<file path="config.mk">
export PLATFORM = sky130hd
export DESIGN_NAME = rv_divider
export DESIGN_NICKNAME = d
export VERILOG_FILES = /design/src/verilog/div_pkg.sv /design/src/verilog/div_operand_prep.sv /design/src/verilog/div_iter_core.sv /design/src/verilog/div_result_sel.sv /design/src/verilog/rv_divider.sv
export SDC_FILE = /design/constraint.sdc
export NUM_CORES = 1
export LEC_CHECK = 0
export BUFFER_PORTS_ARGS = -buffer_cell sky130_fd_sc_hd__buf_2
export CORE_MARGIN = 3
export CORE_UTILIZATION = 56
export CTS_BUF_LIST = sky130_fd_sc_hd__clkbuf_4 sky130_fd_sc_hd__clkbuf_8 sky130_fd_sc_hd__clkbuf_16
export CTS_CLUSTER_DIAMETER = 30
export DETAILED_ROUTE_END_ITERATION = 7
export PLACE_DENSITY = 0.83
export SYNTH_ARGS = -nofsm -noshare
export SYNTH_HDL_FRONTEND = slang
export SYNTH_SLANG_ARGS = --single-unit
</file>
<file path="constraint.sdc">
create_clock -name clk -period 4.4 [get_ports clk]
set_input_delay 0.22 -clock clk [delete_from_list [all_inputs] [get_ports clk]]
set_output_delay 0.22 -clock clk [all_outputs]
set_load 0.01 [all_outputs]
</file>
<file path="src/verilog/div_pkg.sv">
/*
  shared widths, operation codes and types of the RV64 divide unit
  XLEN and HALF_XLEN are fixed, the operation set assumes 64/32 bits
  operation codes are one-hot, OP_NONE marks a result that is already final
*/
package div_pkg;

  // ==========================================================================
  // widths
  // ==========================================================================
  localparam int XLEN      = 64;  // register width
  localparam int HALF_XLEN = 32;  // width of the W forms
  localparam int CNT_W     = 7;   // holds 0..64

  typedef logic [XLEN-1:0]  xlen_t;    // operand or result word
  typedef logic [7:0]       div_op_t;  // one-hot operation code
  typedef logic [CNT_W-1:0] cnt_t;     // iteration count

  // ==========================================================================
  // operation codes
  // ==========================================================================
  // remainder forms in the upper nibble
  localparam div_op_t OP_REM   = 8'b1000_0000;  // signed, 64 bit
  localparam div_op_t OP_REMU  = 8'b0100_0000;  // unsigned, 64 bit
  localparam div_op_t OP_REMUW = 8'b0010_0000;  // unsigned, 32 bit
  localparam div_op_t OP_REMW  = 8'b0001_0000;  // signed, 32 bit

  // divide forms in the lower nibble
  localparam div_op_t OP_DIV   = 8'b0000_1000;  // signed, 64 bit
  localparam div_op_t OP_DIVU  = 8'b0000_0100;  // unsigned, 64 bit
  localparam div_op_t OP_DIVUW = 8'b0000_0010;  // unsigned, 32 bit
  localparam div_op_t OP_DIVW  = 8'b0000_0001;  // signed, 32 bit

  // quotient half already holds the final value (zero divisor, overflow)
  localparam div_op_t OP_NONE  = 8'b0000_0000;

  // ==========================================================================
  // control
  // ==========================================================================
  typedef enum logic [1:0] {
    ST_IDLE = 2'd0,  // waiting for a start
    ST_ITER = 2'd1,  // shift-subtract loop
    ST_DONE = 2'd2   // result valid, waiting for ready
  } div_state_e;

endpackage

</file>
<file path="src/verilog/div_operand_prep.sv">
/*
  combinational operand preparation for the divide unit
  W forms use only the low 32 bits of both operands
  abs_dividend_o is left-aligned in the low half for W forms so the
  core needs only 32 iterations; exc_value_o is only meaningful with exc_hit_o
*/
`timescale 1ns/1ps

module div_operand_prep
  import div_pkg::*;
(
  input  div_op_t div_op_i,
  input  xlen_t   dividend_i,
  input  xlen_t   divisor_i,
  output xlen_t   abs_dividend_o,
  output xlen_t   abs_divisor_o,
  output cnt_t    iter_count_o,
  output logic    quot_neg_o,
  output logic    rem_neg_o,
  output logic    exc_hit_o,
  output xlen_t   exc_value_o
);

  // operation class
  logic  is_w;
  logic  is_signed;
  logic  is_rem;

  // extended operands and their magnitudes
  xlen_t dvd_sext32;
  xlen_t dvd_ext;
  xlen_t dvs_ext;
  logic  dvd_neg;
  logic  dvs_neg;
  xlen_t dvd_abs;
  xlen_t dvs_abs;

  // special cases
  xlen_t min_val;
  logic  div_zero;
  logic  div_ovf;

  // ==========================================================================
  // decode
  // ==========================================================================
  assign is_w      = |(div_op_i & (OP_REMUW | OP_REMW | OP_DIVUW | OP_DIVW));
  assign is_signed = |(div_op_i & (OP_REM | OP_REMW | OP_DIV | OP_DIVW));
  assign is_rem    = |(div_op_i & (OP_REM | OP_REMU | OP_REMUW | OP_REMW));

  // ==========================================================================
  // operand extension and absolute values
  // ==========================================================================
  assign dvd_sext32 = {{HALF_XLEN{dividend_i[HALF_XLEN-1]}}, dividend_i[HALF_XLEN-1:0]};

  always_comb begin
    if (!is_w) begin
      dvd_ext = dividend_i;
      dvs_ext = divisor_i;
    end else if (is_signed) begin
      dvd_ext = dvd_sext32;
      dvs_ext = {{HALF_XLEN{divisor_i[HALF_XLEN-1]}}, divisor_i[HALF_XLEN-1:0]};
    end else begin
      dvd_ext = {{HALF_XLEN{1'b0}}, dividend_i[HALF_XLEN-1:0]};
      dvs_ext = {{HALF_XLEN{1'b0}}, divisor_i[HALF_XLEN-1:0]};
    end
  end

  assign dvd_neg = is_signed & dvd_ext[XLEN-1];
  assign dvs_neg = is_signed & dvs_ext[XLEN-1];

  // for W forms the negated value fits in the low 32 bits, upper half is zero
  assign dvd_abs = dvd_neg ? (~dvd_ext + 1'b1) : dvd_ext;
  assign dvs_abs = dvs_neg ? (~dvs_ext + 1'b1) : dvs_ext;

  assign abs_dividend_o = is_w ? {dvd_abs[HALF_XLEN-1:0], {HALF_XLEN{1'b0}}} : dvd_abs;
  assign abs_divisor_o  = dvs_abs;
  assign iter_count_o   = is_w ? cnt_t'(HALF_XLEN) : cnt_t'(XLEN);

  assign quot_neg_o = dvd_neg ^ dvs_neg;  // signs differ
  assign rem_neg_o  = dvd_neg;            // remainder follows dividend

  // ==========================================================================
  // zero divisor and signed overflow
  // ==========================================================================
  // most negative value, as seen after extension
  assign min_val = is_w ? {{(HALF_XLEN+1){1'b1}}, {(HALF_XLEN-1){1'b0}}}
                        : {1'b1, {(XLEN-1){1'b0}}};

  assign div_zero = ~|dvs_ext;  // W forms look at 32 bits only
  assign div_ovf  = is_signed & (dvd_ext == min_val) & (&dvs_ext);

  assign exc_hit_o = div_zero | div_ovf;

  // dvd_w is the dividend as the spec returns it, sign-extended for W
  always_comb begin
    xlen_t dvd_w;
    dvd_w = is_w ? dvd_sext32 : dividend_i;
    if (div_zero) begin
      exc_value_o = is_rem ? dvd_w : {XLEN{1'b1}};
    end else begin
      exc_value_o = is_rem ? {XLEN{1'b0}} : dvd_w;  // overflow
    end
  end

endmodule

</file>
<file path="src/verilog/div_iter_core.sv">
/*
  restoring shift-subtract divider core, one quotient bit per cycle
  operands must already be magnitudes; signs are only carried along
  a start is taken only in ST_IDLE, the result is held in ST_DONE until
  result_ready_i; no flush of a running operation
*/
`timescale 1ns/1ps

module div_iter_core
  import div_pkg::*;
(
  input  logic    clk,
  input  logic    rst_n,
  input  logic    div_valid_i,
  input  div_op_t div_op_i,
  input  logic    result_ready_i,
  input  xlen_t   abs_dividend_i,
  input  xlen_t   abs_divisor_i,
  input  cnt_t    iter_count_i,
  input  logic    quot_neg_i,
  input  logic    rem_neg_i,
  input  logic    exc_hit_i,
  input  xlen_t   exc_value_i,
  output div_op_t op_o,
  output logic    quot_neg_o,
  output logic    rem_neg_o,
  output xlen_t   quotient_o,
  output xlen_t   remainder_o,
  output logic    busy_o,
  output logic    done_o
);

  div_state_e state_q;
  div_state_e state_d;

  cnt_t    cnt_q;
  div_op_t op_q;
  logic    quot_neg_q;
  logic    rem_neg_q;

  // datapath, loaded on start
  logic [2*XLEN-1:0] work_q;  // {remainder, quotient}
  xlen_t             divisor_q;

  logic              start;
  logic              iterate;
  logic [2*XLEN-1:0] work_shl;
  logic [XLEN:0]     diff;
  logic [2*XLEN-1:0] work_step;

  assign start   = (state_q == ST_IDLE) && div_valid_i;
  assign iterate = (state_q == ST_ITER) && (cnt_q != '0);

  // ==========================================================================
  // state machine
  // ==========================================================================
  always_comb begin
    state_d = state_q;
    unique case (state_q)
      ST_IDLE: begin
        if (div_valid_i) begin
          state_d = exc_hit_i ? ST_DONE : ST_ITER;  // special cases skip the loop
        end
      end
      ST_ITER: begin
        if (cnt_q == '0) begin
          state_d = ST_DONE;
        end
      end
      ST_DONE: begin
        if (result_ready_i) begin
          state_d = ST_IDLE;
        end
      end
      default: state_d = ST_IDLE;
    endcase
  end

  always_ff @(posedge clk) begin
    if (rst_n) begin
      state_q    <= ST_IDLE;
      cnt_q      <= '0;
      op_q       <= OP_NONE;
      quot_neg_q <= 1'b0;
      rem_neg_q  <= 1'b0;
    end else begin
      state_q <= state_d;
      if (start) begin
        if (exc_hit_i) begin
          cnt_q      <= '0;
          op_q       <= OP_NONE;  // result is final as loaded
          quot_neg_q <= 1'b0;
          rem_neg_q  <= 1'b0;
        end else begin
          cnt_q      <= iter_count_i;
          op_q       <= div_op_i;
          quot_neg_q <= quot_neg_i;
          rem_neg_q  <= rem_neg_i;
        end
      end else if (iterate) begin
        cnt_q <= cnt_q - 1'b1;
      end
    end
  end

  // ==========================================================================
  // shift-subtract datapath
  // ==========================================================================
  assign work_shl = work_q << 1;

  // upper 65 bits of the shifted register minus the divisor
  assign diff = work_q[2*XLEN-1:XLEN-1] - {1'b0, divisor_q};

  // negative difference restores, otherwise keep it and set the quotient bit
  assign work_step = diff[XLEN] ? work_shl
                                : {diff[XLEN-1:0], work_shl[XLEN-1:1], 1'b1};

  always_ff @(posedge clk) begin
    if (start) begin
      divisor_q <= abs_divisor_i;
      if (exc_hit_i) begin
        work_q <= {{XLEN{1'b0}}, exc_value_i};
      end else begin
        work_q <= {{XLEN{1'b0}}, abs_dividend_i};
      end
    end else if (iterate) begin
      work_q <= work_step;
    end
  end

  // ==========================================================================
  // outputs
  // ==========================================================================
  assign op_o        = op_q;
  assign quot_neg_o  = quot_neg_q;
  assign rem_neg_o   = rem_neg_q;
  assign quotient_o  = work_q[XLEN-1:0];
  assign remainder_o = work_q[2*XLEN-1:XLEN];

  // busy already in the accepting cycle of a looping start
  assign busy_o = (start && !exc_hit_i) || (state_q == ST_ITER);
  assign done_o = (state_q == ST_DONE);

endmodule

</file>
<file path="src/verilog/div_result_sel.sv">
/*
  combinational result selection for the divide unit
  inputs are the raw magnitudes of quotient and remainder plus saved signs
  unsigned forms arrive with both signs cleared
  OP_NONE or any unknown code passes the quotient half through
*/
`timescale 1ns/1ps

module div_result_sel
  import div_pkg::*;
(
  input  div_op_t op_i,
  input  logic    quot_neg_i,
  input  logic    rem_neg_i,
  input  xlen_t   quotient_i,
  input  xlen_t   remainder_i,
  output xlen_t   result_o
);

  xlen_t quot_fix;  // signed quotient
  xlen_t rem_fix;   // signed remainder
  xlen_t quot_w;
  xlen_t rem_w;

  // ==========================================================================
  // sign correction
  // ==========================================================================
  assign quot_fix = quot_neg_i ? (~quotient_i + 1'b1) : quotient_i;
  assign rem_fix  = rem_neg_i  ? (~remainder_i + 1'b1) : remainder_i;

  // W results, sign-extended from bit 31 even for the unsigned forms
  assign quot_w = {{HALF_XLEN{quot_fix[HALF_XLEN-1]}}, quot_fix[HALF_XLEN-1:0]};
  assign rem_w  = {{HALF_XLEN{rem_fix[HALF_XLEN-1]}}, rem_fix[HALF_XLEN-1:0]};

  // ==========================================================================
  // one-hot lookup
  // ==========================================================================
  always_comb begin
    unique case (op_i)
      OP_DIV,
      OP_DIVU:  result_o = quot_fix;
      OP_REM,
      OP_REMU:  result_o = rem_fix;
      OP_DIVW,
      OP_DIVUW: result_o = quot_w;
      OP_REMW,
      OP_REMUW: result_o = rem_w;
      default:  result_o = quotient_i;  // OP_NONE, value already final
    endcase
  end

endmodule

</file>
<file path="src/verilog/rv_divider.sv">
/*
  RV64 M-extension divide unit, one operation at a time
  div_valid_i is sampled only while idle, other strobes are dropped
  result_valid_o holds with a stable result until result_ready_i
  latency 66 cycles (64 bit) or 34 cycles (W), special cases in one
*/
`timescale 1ns/1ps

module rv_divider
  import div_pkg::*;
(
  input  logic    clk,
  input  logic    rst_n,
  input  logic    div_valid_i,
  input  div_op_t div_op_i,
  input  xlen_t   dividend_i,
  input  xlen_t   divisor_i,
  input  logic    result_ready_i,
  output xlen_t   div_result_o,
  output logic    div_busy_o,
  output logic    result_valid_o
);

  // prep to core
  xlen_t   abs_dividend;
  xlen_t   abs_divisor;
  cnt_t    iter_count;
  logic    quot_neg;
  logic    rem_neg;
  logic    exc_hit;
  xlen_t   exc_value;

  // core to result select
  div_op_t op_q;
  logic    quot_neg_q;
  logic    rem_neg_q;
  xlen_t   quotient_q;
  xlen_t   remainder_q;

  div_operand_prep u_prep (
    .div_op_i       (div_op_i),
    .dividend_i     (dividend_i),
    .divisor_i      (divisor_i),
    .abs_dividend_o (abs_dividend),
    .abs_divisor_o  (abs_divisor),
    .iter_count_o   (iter_count),
    .quot_neg_o     (quot_neg),
    .rem_neg_o      (rem_neg),
    .exc_hit_o      (exc_hit),
    .exc_value_o    (exc_value)
  );

  div_iter_core u_core (
    .clk            (clk),
    .rst_n          (rst_n),
    .div_valid_i    (div_valid_i),
    .div_op_i       (div_op_i),
    .result_ready_i (result_ready_i),
    .abs_dividend_i (abs_dividend),
    .abs_divisor_i  (abs_divisor),
    .iter_count_i   (iter_count),
    .quot_neg_i     (quot_neg),
    .rem_neg_i      (rem_neg),
    .exc_hit_i      (exc_hit),
    .exc_value_i    (exc_value),
    .op_o           (op_q),
    .quot_neg_o     (quot_neg_q),
    .rem_neg_o      (rem_neg_q),
    .quotient_o     (quotient_q),
    .remainder_o    (remainder_q),
    .busy_o         (div_busy_o),
    .done_o         (result_valid_o)
  );

  div_result_sel u_sel (
    .op_i        (op_q),
    .quot_neg_i  (quot_neg_q),
    .rem_neg_i   (rem_neg_q),
    .quotient_i  (quotient_q),
    .remainder_i (remainder_q),
    .result_o    (div_result_o)
  );

endmodule

</file>
==> results.toml <==
[finish]
final_common_cell = "nor2_1"
areaGrowthSynthToFinish_pct = 21.5
nFillCells = 2959
fin_nets = 3262
layout-drive-gt1-share_pct = 17.8
multi_input_area_um2 = 14100
regArea_um2 = 6150
stdcell_area_um2 = 25600
final_cell_mix = "nor2_1 (386), a21oi_1 (286), nand2_1 (259)"

[routing]
drcViolationCount = 0
wire_per_inst_um = 24.3
via_per_inst = 6.83
drt-initial-drc-count = 3679
wirelength_um = 86700
num_vias = 24300
first_pass_iters = 7
ant_nets = 0

[critical_path]
end_kind = "output pin"
cp_max_fo = 5
cp-start-kind = "register"
worst_ep_arrival_time_ns = 4.37
worstPathRequired_ns = 4.18
crit_type = "reg2out"

[floorplan]
rows = 70
die_area_um2 = 39900
fp.dieH_um = 200
io_pins = 206
coreArea_um2 = 36800
initial_utilization_pct = 57.2
die_w_um = 200

[sta]
finalClockSkew_ns = 0.0388
period_needed_ns = 4.59
max_slew_margin_pct = 30.6
hold_viol_final = 0
max_freq_mhz = 218
finalCritPeriodShare_pct = 104
hold_ws_ns = 0.0162
rsz0062_at_grt = "true"
finalSetupViolCount = 32
drv_slew = 0
worst_pin_slew_ns = 1.03
layout_setup_ws_ns = -0.186

[yosys]
synthTopCellsByArea = "edfxtp_1 (27%), nor2_1 (6.9%), a21oi_1 (6.9%)"
synth_flop_cell = "edfxtp_1"
async_flop_share_pct = 0
synth_top_cell_by_area = "edfxtp_1"
synth.distinct_cells = 85
ys_seq_area_share_pct = 29.2
ys_warn_count = 0
synth_edf_count = 192
ys_ff_latch = 211
synth.top_cell.area_share_pct = 27.4
syn_nets = 2994
netlist_area_um2 = 21000
syn_inst = 2782
syn_area_per_cell_um2 = 7.56

[power]
clockPowerShare_pct = 23.2
pwr-share-seq_pct = 23.5
power_leakage_nw = 10.0
p_per_area_nw_per_um2 = 652
max-vdd-ir-drop_mv = 0.729
power.internal_mw = 9.16
p_sw_mw = 7.50
comb_power_share_pct = 53.3
swShare_pct = 45.0
total_power_mw = 16.7

[placement]
gp_congestion = 1.06
portBuffers = 205
place_area_um2 = 23100
hpwl_um = 64300
dp_worst_setup_slack_ns = 0.0504

[global_routing]
antenna_found_initial = 3
grt_max_degree = 83
grt_pass1_vias = 21900
grt_pass1_wl_um = 129000
overflow = 0
grt_use_total_pct = 41.6

[worst_hold_path]
worstHoldPathType = "in2reg"

[clock_tree]
clk_pin_slew_worst_paths_ns = 0.05
cts_tree = "yes"
cts_root_buffer = "clkbuf_16"
cts_made_buffers = 50
clk_latency_ns = 0.58
clockBufferDepth = 3
cts.sinks = 211
htree_levels = 2

[status]
failed_checks = "setup timing"
status = "finished with violations"

[run]
max_cap_violations = 0
worst paths after layout:
path / cells after the start / end / slack [ns] / startpoint
setup reg to reg: 13 / u_core.work_q[68]$_SDFFCE_PP0P_ / 0.19 / u_core.work_q[94]$_SDFFCE_PP0P_
hold / removal: 3 / u_core.state_q[1]$_SDFFE_PP0P_ / 0.02 / div_valid_i
setup / recovery: 12 / div_result_o[63] / -0.19 / u_core.work_q[79]$_SDFFCE_PP0P_
hold reg to reg: 2 / u_core.op_o[7]$_SDFFE_PP0P_ / 0.48 / u_core.op_o[7]$_SDFFE_PP0P_
power by group through the flow:
stage	clock network [mW]	logic [mW]	registers [mW]
2_1_floorplan	0	5.66	3.59
3_3_place_gp	0	7.93	3.82
3_5_place_dp	0	8.08	3.84
4_1_cts	3.87	8.44	3.82
5_1_grt	3.98	9.55	3.94
6_report	3.87	8.88	3.91
worst max-delay path: stages, from the launching register on:
cell and delay, ns:
edfxtp_1 0.39, or4_4 0.56, or4_4 0.43, or3_4 0.38, nand2b_4 0.18, or2_4 0.24, or3_4 0.39, o31ai_1 0.31
xor2_1 0.16, o21ai_1 0.21, o21ai_1 0.11, a21oi_2 0.24, buf_2 0.18
registers in the layout, summed over array words and instances, names as in the netlist:
name               flops
u_core.rem_neg_o       1
u_core.cnt_q           7
u_core.quot_neg_o      1
u_core.work_q        128
u_core.divisor_q      64
u_core.state_q         2
u_core.op_o            8
cell families (layout without fill, tap and decap cells):
group	count (synthesis)	count (layout)	synth area share (%)
flip-flops	211	211	29.2
other	0	1	0
buffers and inverters	273	582	4.97
adder cells (fa/ha/maj)	72	72	4.32
AO/OA/AOI/OAI	908	908	27.2
XOR/XNOR	232	232	9.66
AND/OR/NAND/NOR	1071	1071	23.9
multiplexers	15	15	0.714
cells in the mapped netlist (38+ instances only):
cell type  instances
nand3_1           63
nand4_1           42
nor4_1            38
o31ai_1           59
a31oi_1           55
nand2_1          260
inv_1            116
xor2_1           117
edfxtp_1         192
nor3_1            94
clkbuf_1         136
xnor2_1          115
a21oi_1          288
nor2_1           389
o21ai_0          199
ha_1              71
a21o_1            43
or3_1             46
through the flow:
step	utilization, %	setup TNS [ns]	std cells
finish	69.5	-3.79	3560
global route	69.5	-7.97	3559
CTS	68.8	-2.78	3546
detailed placement	62.8	0	3424
global placement	62.8	0	3424
floorplan	-	0	2782
area by class of cell:
class / count / share of cell area [%]
clock inverters: 35 / 1.65
well taps: 468 / 2.29
flip-flops and latches: 211 / 24.1
repair buffers: 371 / 9.85
inverters: 118 / 1.75
multi-input cells: 2298 / 55.1
diodes: 1 / 0.00979
clock buffers: 58 / 5.25
metal layers:
metal,part of all wire [%],track usage [%]
met5,0.015,0
met3,13,8.86
met2,42,60.6
met4,5.1,18.7
met1,40,59.4
repair_timing:
item | CTS | global route
endpoints found under the setup margin | 33 | 63
pin swaps | 23 | 10
hold endpoints to repair | 13 | 0
gates resized for setup | 32 | 40
hold buffers | 13 | 0
setup buffers | 14 | 14
gates cloned | 3 | 0
No activity file was read; power rests on OpenSTA's default activity.
